File: config.mk
export PLATFORM = sky130hd
export DESIGN_NAME = tap_chip_top
export DESIGN_NICKNAME = d
export VERILOG_FILES = /design/src/verilog/tap_ctrl_pkg.sv /design/src/verilog/tap_instr_pkg.sv /design/src/verilog/tap_fsm.sv /design/src/verilog/tap_shift_reg.sv /design/src/verilog/stap.sv /design/src/verilog/mtap.sv /design/src/verilog/tapnw.sv /design/src/verilog/tap_chip_top.sv
export SDC_FILE = /design/constraint.sdc
export NUM_CORES = 1
export LEC_CHECK = 0
export BUFFER_PORTS_ARGS = -buffer_cell sky130_fd_sc_hd__buf_2
export CAP_MARGIN = 40
export CELL_PAD_IN_SITES_DETAIL_PLACEMENT = 2
export CELL_PAD_IN_SITES_GLOBAL_PLACEMENT = 2
export CORE_MARGIN = 10
export CORE_UTILIZATION = 25
export CTS_CLUSTER_SIZE = 28
export DETAILED_ROUTE_END_ITERATION = 10
export GPL_ROUTABILITY_DRIVEN = 0
export GPL_TIMING_DRIVEN = 0
export PLACE_DENSITY = 0.63
export REMOVE_ABC_BUFFERS = 1
export SLEW_MARGIN = 20
export SYNTH_ARGS = -nofsm -noshare
export SYNTH_HDL_FRONTEND = slang
export SYNTH_SLANG_ARGS = --single-unit
export TNS_END_PERCENT = 50
File: constraint.sdc
create_clock -name tck -period 1 [get_ports tck]
set_input_delay 0.1 -clock tck [delete_from_list [all_inputs] [get_ports tck]]
set_output_delay 0.1 -clock tck [all_outputs]
set_load 0.005 [all_outputs]
File: src/verilog/tap_ctrl_pkg.sv
// TAP controller definitions
// State encoding and next-state helpers shared by every TAP in the chain

`default_nettype none

package tap_ctrl_pkg;

    typedef enum logic [3:0] {
        ST_TLR, ST_RTI,
        ST_SEL_DR, ST_CAP_DR, ST_SHIFT_DR, ST_EXIT1_DR, ST_PAUSE_DR, ST_EXIT2_DR, ST_UPD_DR,
        ST_SEL_IR, ST_CAP_IR, ST_SHIFT_IR, ST_EXIT1_IR, ST_PAUSE_IR, ST_EXIT2_IR, ST_UPD_IR
    } tap_state_t;

    // Any state reaches Test-Logic-Reset after this many tms ones
    localparam int TLR_TMS_ONES = 5;

    // IEEE 1149.1 state diagram
    function automatic tap_state_t tap_next_state(tap_state_t s, logic tms);
        case (s)
            ST_TLR:      return tms ? ST_TLR      : ST_RTI;
            ST_RTI:      return tms ? ST_SEL_DR   : ST_RTI;
            ST_SEL_DR:   return tms ? ST_SEL_IR   : ST_CAP_DR;
            ST_CAP_DR:   return tms ? ST_EXIT1_DR : ST_SHIFT_DR;
            ST_SHIFT_DR: return tms ? ST_EXIT1_DR : ST_SHIFT_DR;
            ST_EXIT1_DR: return tms ? ST_UPD_DR   : ST_PAUSE_DR;
            ST_PAUSE_DR: return tms ? ST_EXIT2_DR : ST_PAUSE_DR;
            ST_EXIT2_DR: return tms ? ST_UPD_DR   : ST_SHIFT_DR;
            ST_UPD_DR:   return tms ? ST_SEL_DR   : ST_RTI;
            ST_SEL_IR:   return tms ? ST_TLR      : ST_CAP_IR;
            ST_CAP_IR:   return tms ? ST_EXIT1_IR : ST_SHIFT_IR;
            ST_SHIFT_IR: return tms ? ST_EXIT1_IR : ST_SHIFT_IR;
            ST_EXIT1_IR: return tms ? ST_UPD_IR   : ST_PAUSE_IR;
            ST_PAUSE_IR: return tms ? ST_EXIT2_IR : ST_PAUSE_IR;
            ST_EXIT2_IR: return tms ? ST_UPD_IR   : ST_SHIFT_IR;
            ST_UPD_IR:   return tms ? ST_SEL_DR   : ST_RTI;
            default:     return ST_TLR;
        endcase
    endfunction

    function automatic logic tap_is_shift(tap_state_t s);
        return (s == ST_SHIFT_DR) || (s == ST_SHIFT_IR);
    endfunction

endpackage

`default_nettype wire

File: src/verilog/tap_instr_pkg.sv
// TAP instruction definitions
// Instruction width, opcodes, IDCODE type and the Capture-IR pattern

`default_nettype none

package tap_instr_pkg;

    localparam int IR_WIDTH = 4;

    typedef logic [IR_WIDTH-1:0] ir_t;

    // ------------------------------------------------------------------------
    // Opcodes
    // ------------------------------------------------------------------------
    localparam ir_t OP_IDCODE   = ir_t'(2);
    localparam ir_t OP_BYPASS   = '1;
    // Network select, decoded by the master only
    localparam ir_t OP_TAPNW_SEL = ir_t'(5);

    // Fixed 01 in the two low bits, as 1149.1 requires
    localparam ir_t IR_CAPTURE = ir_t'(2'b01);

    // Identification code, bit 0 is always 1
    typedef logic [31:0] idcode_t;

endpackage

`default_nettype wire

File: src/verilog/tap_fsm.sv
// TAP controller
// Sixteen-state 1149.1 FSM with capture, shift and update strobes

`timescale 1ns/100ps
`default_nettype none

module tap_fsm (
    input  logic                     tck,
    input  logic                     rst_n,
    input  logic                     tms,
    output tap_ctrl_pkg::tap_state_t state,
    output logic                     capture_ir,
    output logic                     shift_ir,
    output logic                     update_ir,
    output logic                     capture_dr,
    output logic                     shift_dr,
    output logic                     update_dr
);
    import tap_ctrl_pkg::*;

    // One state per rising edge of tck
    always_ff @(posedge tck or negedge rst_n) begin
        if (!rst_n) begin
            state <= ST_TLR;
        end else begin
            state <= tap_next_state(state, tms);
        end
    end

    // Strobes decoded straight from the state register
    assign capture_ir = (state == ST_CAP_IR);
    assign shift_ir   = (state == ST_SHIFT_IR);
    assign update_ir  = (state == ST_UPD_IR);
    assign capture_dr = (state == ST_CAP_DR);
    assign shift_dr   = (state == ST_SHIFT_DR);
    assign update_dr  = (state == ST_UPD_DR);

    // Five tms ones bring the controller home from anywhere
    a_tms_ones_reach_tlr: assert property (
        @(posedge tck) disable iff (!rst_n)
        tms [*TLR_TMS_ONES] |=> (state == ST_TLR)
    );

endmodule

`default_nettype wire

File: src/verilog/tap_shift_reg.sv
// Capture, shift and update register
// Shift stage loads on capture, moves LSB first, and feeds the update stage

`timescale 1ns/100ps
`default_nettype none

module tap_shift_reg #(
    parameter type payload_t = logic [7:0]
) (
    input  logic     tck,
    input  logic     rst_n,
    input  logic     capture,
    input  logic     shift,
    input  logic     update,
    input  logic     tdi,
    input  payload_t capture_val,
    input  payload_t reset_val,
    output logic     tdo,
    output payload_t value
);

    payload_t shift_q;

    // Shift stage, tdi enters at the MSB
    always_ff @(posedge tck) begin
        if (capture) begin
            shift_q <= capture_val;
        end else if (shift) begin
            shift_q <= payload_t'({tdi, shift_q} >> 1);
        end
    end

    assign tdo = shift_q[0];

    // Update stage holds the value seen by the logic
    always_ff @(posedge tck or negedge rst_n) begin
        if (!rst_n) begin
            value <= reset_val;
        end else if (update) begin
            value <= shift_q;
        end
    end

endmodule

`default_nettype wire

File: src/verilog/stap.sv
// Slave TAP
// Instruction register, IDCODE and BYPASS behind its own controller

`timescale 1ns/100ps
`default_nettype none

module stap (
    input  logic                   tck,
    input  logic                   rst_n,
    input  logic                   tms,
    input  logic                   tdi,
    input  tap_instr_pkg::idcode_t idcode,
    output logic                   tdo,
    output logic                   tdo_en
);
    import tap_ctrl_pkg::*;
    import tap_instr_pkg::*;

    tap_state_t state;
    logic       capture_ir;
    logic       shift_ir;
    logic       update_ir;
    logic       capture_dr;
    logic       shift_dr;
    logic       tap_rst_n;
    ir_t        ir;
    logic       ir_tdo;
    logic       idcode_tdo;
    logic       sel_idcode;
    logic       bypass_q;
    logic       tdo_next;

    tap_fsm u_tap_fsm (
        .tck        (tck),
        .rst_n      (rst_n),
        .tms        (tms),
        .state      (state),
        .capture_ir (capture_ir),
        .shift_ir   (shift_ir),
        .update_ir  (update_ir),
        .capture_dr (capture_dr),
        .shift_dr   (shift_dr),
        .update_dr  ()
    );

    // Low while in Test-Logic-Reset, changes on the falling edge
    always_ff @(negedge tck or negedge rst_n) begin
        if (!rst_n) begin
            tap_rst_n <= 1'b0;
        end else begin
            tap_rst_n <= (state != ST_TLR);
        end
    end

    tap_shift_reg #(.payload_t(ir_t)) u_ir (
        .tck         (tck),
        .rst_n       (tap_rst_n),
        .capture     (capture_ir),
        .shift       (shift_ir),
        .update      (update_ir),
        .tdi         (tdi),
        .capture_val (IR_CAPTURE),
        .reset_val   (OP_IDCODE),
        .tdo         (ir_tdo),
        .value       (ir)
    );

    // Every other opcode, TAPNW_SEL included, falls back to BYPASS
    assign sel_idcode = (ir == OP_IDCODE);

    tap_shift_reg #(.payload_t(idcode_t)) u_idcode (
        .tck         (tck),
        .rst_n       (tap_rst_n),
        .capture     (capture_dr && sel_idcode),
        .shift       (shift_dr && sel_idcode),
        .update      (1'b0),
        .tdi         (tdi),
        .capture_val (idcode),
        .reset_val   ('0),
        .tdo         (idcode_tdo),
        .value       ()
    );

    always_ff @(posedge tck) begin
        if (capture_dr) begin
            bypass_q <= 1'b0;
        end else if (shift_dr) begin
            bypass_q <= tdi;
        end
    end

    always_comb begin
        if (shift_ir) begin
            tdo_next = ir_tdo;
        end else if (sel_idcode) begin
            tdo_next = idcode_tdo;
        end else begin
            tdo_next = bypass_q;
        end
    end

    // Launch on the falling edge for the next stage to sample
    always_ff @(negedge tck or negedge rst_n) begin
        if (!rst_n) begin
            tdo    <= 1'b0;
            tdo_en <= 1'b0;
        end else begin
            tdo_en <= shift_ir | shift_dr;
            if (shift_ir || shift_dr) begin
                tdo <= tdo_next;
            end
        end
    end

endmodule

`default_nettype wire

File: src/verilog/mtap.sv
// Master TAP
// IR, IDCODE, BYPASS and the select register that enables the slave TAPs

`timescale 1ns/100ps
`default_nettype none

module mtap #(
    parameter int NUM_STAPS = 2
) (
    input  logic                   tck,
    input  logic                   rst_n,
    input  logic                   tms,
    input  logic                   tdi,
    input  tap_instr_pkg::idcode_t idcode,
    output logic                   tdo,
    output logic                   tdo_en,
    output logic [NUM_STAPS-1:0]   enabletap,
    output logic [NUM_STAPS-1:0]   enabletdo
);
    import tap_ctrl_pkg::*;
    import tap_instr_pkg::*;

    typedef logic [NUM_STAPS-1:0] sel_t;

    tap_state_t state;
    logic       capture_ir;
    logic       shift_ir;
    logic       update_ir;
    logic       capture_dr;
    logic       shift_dr;
    logic       update_dr;
    logic       tap_rst_n;
    ir_t        ir;
    logic       ir_tdo;
    logic       idcode_tdo;
    logic       sel_tdo;
    logic       sel_idcode;
    logic       sel_nw;
    logic       bypass_q;
    logic       tdo_next;
    sel_t       sel_q;

    tap_fsm u_tap_fsm (
        .tck        (tck),
        .rst_n      (rst_n),
        .tms        (tms),
        .state      (state),
        .capture_ir (capture_ir),
        .shift_ir   (shift_ir),
        .update_ir  (update_ir),
        .capture_dr (capture_dr),
        .shift_dr   (shift_dr),
        .update_dr  (update_dr)
    );

    // Test-Logic-Reset clears IR and select one half cycle after entry
    always_ff @(negedge tck or negedge rst_n) begin
        if (!rst_n) begin
            tap_rst_n <= 1'b0;
        end else begin
            tap_rst_n <= (state != ST_TLR);
        end
    end

    tap_shift_reg #(.payload_t(ir_t)) u_ir (
        .tck         (tck),
        .rst_n       (tap_rst_n),
        .capture     (capture_ir),
        .shift       (shift_ir),
        .update      (update_ir),
        .tdi         (tdi),
        .capture_val (IR_CAPTURE),
        .reset_val   (OP_IDCODE),
        .tdo         (ir_tdo),
        .value       (ir)
    );

    assign sel_idcode = (ir == OP_IDCODE);
    assign sel_nw     = (ir == OP_TAPNW_SEL);

    tap_shift_reg #(.payload_t(idcode_t)) u_idcode (
        .tck         (tck),
        .rst_n       (tap_rst_n),
        .capture     (capture_dr && sel_idcode),
        .shift       (shift_dr && sel_idcode),
        .update      (1'b0),
        .tdi         (tdi),
        .capture_val (idcode),
        .reset_val   ('0),
        .tdo         (idcode_tdo),
        .value       ()
    );

    // ------------------------------------------------------------------------
    // Network select, one bit per slave, reads back its current value
    // ------------------------------------------------------------------------
    tap_shift_reg #(.payload_t(sel_t)) u_select (
        .tck         (tck),
        .rst_n       (tap_rst_n),
        .capture     (capture_dr && sel_nw),
        .shift       (shift_dr && sel_nw),
        .update      (update_dr && sel_nw),
        .tdi         (tdi),
        .capture_val (sel_q),
        .reset_val   ('0),
        .tdo         (sel_tdo),
        .value       (sel_q)
    );

    assign enabletap = sel_q;
    assign enabletdo = sel_q;

    always_ff @(posedge tck) begin
        if (capture_dr) begin
            bypass_q <= 1'b0;
        end else if (shift_dr) begin
            bypass_q <= tdi;
        end
    end

    always_comb begin
        if (shift_ir) begin
            tdo_next = ir_tdo;
        end else if (sel_idcode) begin
            tdo_next = idcode_tdo;
        end else if (sel_nw) begin
            tdo_next = sel_tdo;
        end else begin
            tdo_next = bypass_q;
        end
    end

    always_ff @(negedge tck or negedge rst_n) begin
        if (!rst_n) begin
            tdo    <= 1'b0;
            tdo_en <= 1'b0;
        end else begin
            tdo_en <= shift_ir | shift_dr;
            if (shift_ir || shift_dr) begin
                tdo <= tdo_next;
            end
        end
    end

    // tdo_en from the last falling edge must match the state held since
    a_tdo_en_in_shift: assert property (
        @(posedge tck) disable iff (!rst_n)
        tdo_en |-> tap_is_shift(state)
    );

endmodule

`default_nettype wire

File: src/verilog/tapnw.sv
// TAP network
// Chains enabled slave TAPs behind the master and holds disabled ones in reset

`timescale 1ns/100ps
`default_nettype none

module tapnw #(
    parameter int NUM_STAPS = 2
) (
    input  logic                 rst_n,
    input  logic [NUM_STAPS-1:0] enabletap,
    input  logic [NUM_STAPS-1:0] enabletdo,
    input  logic                 mtap_tdo,
    input  logic                 mtap_tdo_en,
    input  logic [NUM_STAPS-1:0] stap_tdo,
    input  logic [NUM_STAPS-1:0] stap_tdo_en,
    output logic [NUM_STAPS-1:0] stap_tdi,
    output logic [NUM_STAPS-1:0] stap_rst_n,
    output logic                 tdo,
    output logic                 tdo_en
);

    // Stage i feeds slave i, the master sits at stage 0
    logic [NUM_STAPS:0] chain;

    assign chain[0] = mtap_tdo;

    for (genvar i = 0; i < NUM_STAPS; i++) begin : g_stage
        assign stap_tdi[i]   = chain[i];
        // Disabled slave is skipped
        assign chain[i+1]    = enabletdo[i] ? stap_tdo[i] : chain[i];
        assign stap_rst_n[i] = rst_n & enabletap[i];

        // A disabled slave never drives its tdo_en
        always_comb begin
            a_disabled_quiet: assert final (enabletap[i] || !stap_tdo_en[i])
                else $error("disabled slave %0d drives tdo_en", i);
        end
    end

    assign tdo    = chain[NUM_STAPS];
    assign tdo_en = mtap_tdo_en | (|(stap_tdo_en & enabletdo));

endmodule

`default_nettype wire

File: src/verilog/tap_chip_top.sv
// TAP chip top level
// Master TAP, TAP network and one slave TAP per network port

`timescale 1ns/100ps
`default_nettype none

module tap_chip_top #(
    parameter int NUM_STAPS = 2
) (
    input  logic                                   tck,
    input  logic                                   rst_n,
    input  logic                                   tms,
    input  logic                                   tdi,
    output logic                                   tdo,
    output logic                                   tdo_en,
    input  tap_instr_pkg::idcode_t                 idcode_mtap,
    input  tap_instr_pkg::idcode_t [NUM_STAPS-1:0] idcode_stap,
    output logic [NUM_STAPS-1:0]                   atap_enabletap,
    output logic [NUM_STAPS-1:0]                   atap_enabletdo
);

    logic                 mtap_tdo;
    logic                 mtap_tdo_en;
    logic [NUM_STAPS-1:0] stap_tdi;
    logic [NUM_STAPS-1:0] stap_rst_n;
    logic [NUM_STAPS-1:0] stap_tdo;
    logic [NUM_STAPS-1:0] stap_tdo_en;

    mtap #(.NUM_STAPS(NUM_STAPS)) u_mtap (
        .tck       (tck),
        .rst_n     (rst_n),
        .tms       (tms),
        .tdi       (tdi),
        .idcode    (idcode_mtap),
        .tdo       (mtap_tdo),
        .tdo_en    (mtap_tdo_en),
        .enabletap (atap_enabletap),
        .enabletdo (atap_enabletdo)
    );

    tapnw #(.NUM_STAPS(NUM_STAPS)) u_tapnw (
        .rst_n       (rst_n),
        .enabletap   (atap_enabletap),
        .enabletdo   (atap_enabletdo),
        .mtap_tdo    (mtap_tdo),
        .mtap_tdo_en (mtap_tdo_en),
        .stap_tdo    (stap_tdo),
        .stap_tdo_en (stap_tdo_en),
        .stap_tdi    (stap_tdi),
        .stap_rst_n  (stap_rst_n),
        .tdo         (tdo),
        .tdo_en      (tdo_en)
    );

    // Slaves share tck and tms, tdi and reset come from the network
    for (genvar i = 0; i < NUM_STAPS; i++) begin : g_stap
        stap u_stap (
            .tck    (tck),
            .rst_n  (stap_rst_n[i]),
            .tms    (tms),
            .tdi    (stap_tdi[i]),
            .idcode (idcode_stap[i]),
            .tdo    (stap_tdo[i]),
            .tdo_en (stap_tdo_en[i])
        );
    end

endmodule

`default_nettype wire

**After elaboration in Yosys (flattened, before gate mapping)**

Index checks and enable logic that the tools add are counted.

- Input port bits: 100
- Bits in read-only memories: 0
- Word-level logic and storage cells: 146
- Bits in writable memories: 0
- Memories kept: 0
- Register bits after elaboration: 148
- Latch bits: 0

- Magnitude comparators: 0
- $add $sub $neg: 0
- Mux-type cells: 32
- Bitwise operators: 7
- Reduce and logical (&&, ||, !) cells: 32
- Divide/modulo/power cells: 0
- $mul: 0
- Shift operators: 0
- Equal/unequal tests: 49

Operators by type and width:

| kind | count |
|---|---|
| $mux W32 | 6 |
| $pmux W4 S12 | 3 |
| $eq A4 B4 Y1 const B | 24 |
| $eq A4 B3 Y1 const B | 13 |
| $eq A4 B2 Y1 const B | 9 |
| $mux W4 | 4 |
| $reduce_or A2 Y1 | 7 |
| $eq A4 B1 Y1 const B | 3 |
| $logic_not A4 Y1 | 3 |
| $mux W1 | 12 |
| $reduce_bool A4 Y1 | 3 |
| $mux W2 | 5 |
| $logic_and A1 B1 Y1 | 9 |
| $reduce_or A3 Y1 | 3 |
| $reduce_bool A2 Y1 | 4 |
| $mux W3 | 2 |
| $or A1 B1 Y1 | 4 |
| $logic_or A1 B1 Y1 | 3 |
| $and A1 B1 Y1 | 2 |
| $and A2 B2 Y2 | 1 |

**Depth between registers and ports, before layout**

- Depth in word-level cells: 4
- Depth in mapped cells: 6
- Gate-level depth less buffers: 4

==> flow_summary.toml <==
[die]
die_w_um = 185
start_util_pct = 25.3
die_h_um = 185
die_area_um2 = 34200
num_rows = 60
core_um2 = 26900
ioPinCount = 106

[routing]
vias = 5072
vias_per_cell = 4.57
wl_per_cell_um = 19.9
drt_first_pass_iters = 4
drc = 0
dr.first_iter.drc_count = 215
drt-total-wl_mm = 22.1
ant_nets = 0

[logic_synthesis]
synth_area_per_cell_um2 = 13.8
synth-main-ff-cell = "edfxtp_1"
synth.cell_area_um2 = 6810
ys_ff_latch = 148
async_flop_share_pct = 23.6
ys_seq_area_share_pct = 60.6
yosysUniqueCellTypes = 51
synth_edf_count = 98
synth-simple-area-share_pct = 8.79
ys_warn_count = 0
synth_adder_area_share_pct = 0
synth-xor-area-share_pct = 0.129
synthMuxAreaShare_pct = 21.3
synth_top_family_by_area = "multiplexers"
synth_compound_area_share_pct = 6.75
postSynthCellCount = 494

[global_routing]
grt_first_pass_wirelength_mm = 34.2
gr-usage-all-layers_pct = 12.9
antenna_found_initial = 0
gr-total-overflow = 0
first_global_vias = 5954
grt_max_degree = 30

[power]
ir_drop_mv = 1.17
power.density_nw_per_um2 = 2190
p_leak_uw = 0.00425

[final_layout]
syn2layout_area_growth_pct = 55.5
layout_common_cells = "buf_2 (104), edfxtp_1 (98), dlygate4sd3_1 (96), mux2_2 (76), nand2_1 (40)"
final_cells = 1109
nets = 855
drive_gt1_share_pct = 51.7
final_common_cell = "buf_2"
diodes = 0

[critical_path]
reg2regPathDepth = 4
end_kind = "register"
r2r-end = "g_stap[0].u_stap.tdo"
critPathLaunchType = "register"
worstPathRequired_ns = 0.74
crit_fanout = 2
crit_type = "register to register"
r2r_slack_ns = -1.31
cp.arrival_ns = 2.05
worstReg2RegStart = "g_stap[0].u_stap.u_ir.value[1]"

[hold_path]
holdPathStages = 2
min_to = "g_stap[0].u_stap.u_idcode.shift_q[20]"
holdCritStartpoint = "idcode_stap[20]"
hold_path.class = "input pin to register"

[job]
maxCapViolCount = 0

[clock_network]
clk_pin_slew_ns = 0.06
cts_tree = "built"
cts_buffers = 17
cts_root_buf = "clkbuf_16"
cts-htree-levels = 4
clock_path_buffers = 2
numClockSinks = 148
clk_latency_ns = 0.43

[place]
hpwl_mm = 11.9
place_inst = 917
numPortBuffers = 105

[timing]
rsz0062_at_grt = "true"
skew_ns = 0.0353
hold_viol = 0
tightestPinTransition_ns = 0.588
hold_slack_ns = 0.0134
finalMaxSlewViolations = 0
setup_viol = 252
relSlewSlack_pct = 60.8
setup_ws_ns = -1.31

[outcome]
violations = "negative setup slack"
status = "finished, violations left"
[power by group]
group	switching (µW)	leakage [µW]	internal, µW
Clock	2780	0.000310	4480
Sequential	1280	0.00143	7520
Combinational	3480	0.00251	3600
[cells in the mapped netlist, drive strengths merged (2+ instances only)]
cell,count,area (µm²)
mux2i,5,50.1
o21a,4,30.0
nor3b,2,15.0
a211oi,2,15.0
a21boi,2,15.0
nand2,47,176
dfstp,3,78.8
buf,16,100
edfxtp,98,2940
a31oi,5,31.3
nor3,2,10.0
a21o,3,22.5
nand4,6,52.6
or3b,2,17.5
dfrtp,23,576
nor2,22,85.1
o22ai,3,18.8
o21ai,26,130
dfxtp,15,300
nand2b,7,43.8
and2,5,31.3
nor4b,3,38.8
a221oi,3,26.3
nand3,8,40.0
or2,2,12.5
nor2b,11,68.8
mux2,114,1400
o221ai,4,35.0
clkbuf,15,56.3
inv,4,15.0
dfrtn,9,225
a21oi,13,65.1
[repair_timing]
item	CTS	global route
pin swaps	18	15
gates cloned	9	2
setup endpoints to repair	258	258
setup buffers	47	9
gates resized for setup	122	47
endpoints found under the hold margin	110	0
hold buffers	96	0
[worst max-delay path by stage]
stage / from / endpoint / slack (ns) / cells after the start
after global placement: u_mtap.u_tap_fsm.state[1] / u_mtap.u_idcode.shift_q[25] / -4.01 / 4
after detailed placement: u_mtap.u_tap_fsm.state[1] / u_mtap.u_idcode.shift_q[13] / -1.78 / 6
after global routing: g_stap[0].u_stap.u_ir.value[1] / g_stap[0].u_stap.tdo / -1.35 / 4
final: g_stap[0].u_stap.u_ir.value[1] / g_stap[0].u_stap.tdo / -1.31 / 4
after floorplan: u_mtap.u_tap_fsm.state[1] / u_mtap.u_idcode.shift_q[0] / -2.89 / 4
after CTS: g_stap[0].u_stap.u_ir.value[1] / g_stap[0].u_stap.tdo / -1.34 / 4
[cell families after synthesis]
logic type,after synthesis
buffers and inverters,35
AND/OR/NAND/NOR,118
XOR/XNOR,1
flip-flops,148
AO/OA/AOI/OAI,73
multiplexers,119
[critical path, cell delays in order (launching register included)]
cell	delay, ns
dfstp_2	0.53
nor4b_4	0.23
mux2_4	0.34
mux2_4	0.28
mux2_4	0.26
[sequential cells by signal (all words and copies together), names as in the netlist, 4 cells and up]
signal / cells
g_stap.u_stap.u_ir.shift_q: 8
g_stap.u_stap.u_ir.value: 8
u_mtap.u_idcode.shift_q: 32
u_mtap.u_ir.shift_q: 4
u_mtap.u_tap_fsm.state: 4
g_stap.u_stap.u_idcode.shift_q: 64
g_stap.u_stap.u_tap_fsm.state: 8
u_mtap.u_ir.value: 4
[stage by stage]
stage / power (µW) / worst slack (ns) / TNS [ns] / utilization (%) / cell area (µm²)
after floorplan: 11100 / -2.89 / -386.31 / - / 6650
after global placement: 12200 / -4.01 / -528.95 / 28.3 / 7600
after detailed placement: 12700 / -1.78 / -307.06 / 28.8 / 7730
after CTS: 22600 / -1.34 / -196.18 / 38.4 / 10300
after global routing: 24400 / -1.35 / -203.85 / 39.4 / 10600
final: 23100 / -1.31 / -188.45 / 39.4 / 10600
[per-layer routing]
metal  GRT usage [%]  wire length (µm)  up-vias
li1                -                 -     2380
met1            14.6              8920     2595
met2            23.6             12100       87
met3            3.35               892       10
met4            2.83               150        0
met5               0                 0        -
[area by class of cell]
cell class | count | area [µm²]
well taps | 341 | 427
repair buffers | 269 | 2420
multi-input cells | 315 | 2920
clock buffers | 19 | 433
flip-flops and latches | 148 | 4150
fillers | 2657 | 16300
clock inverters | 13 | 218
inverters | 4 | 15.0
Power figures use the tool's default switching activity.
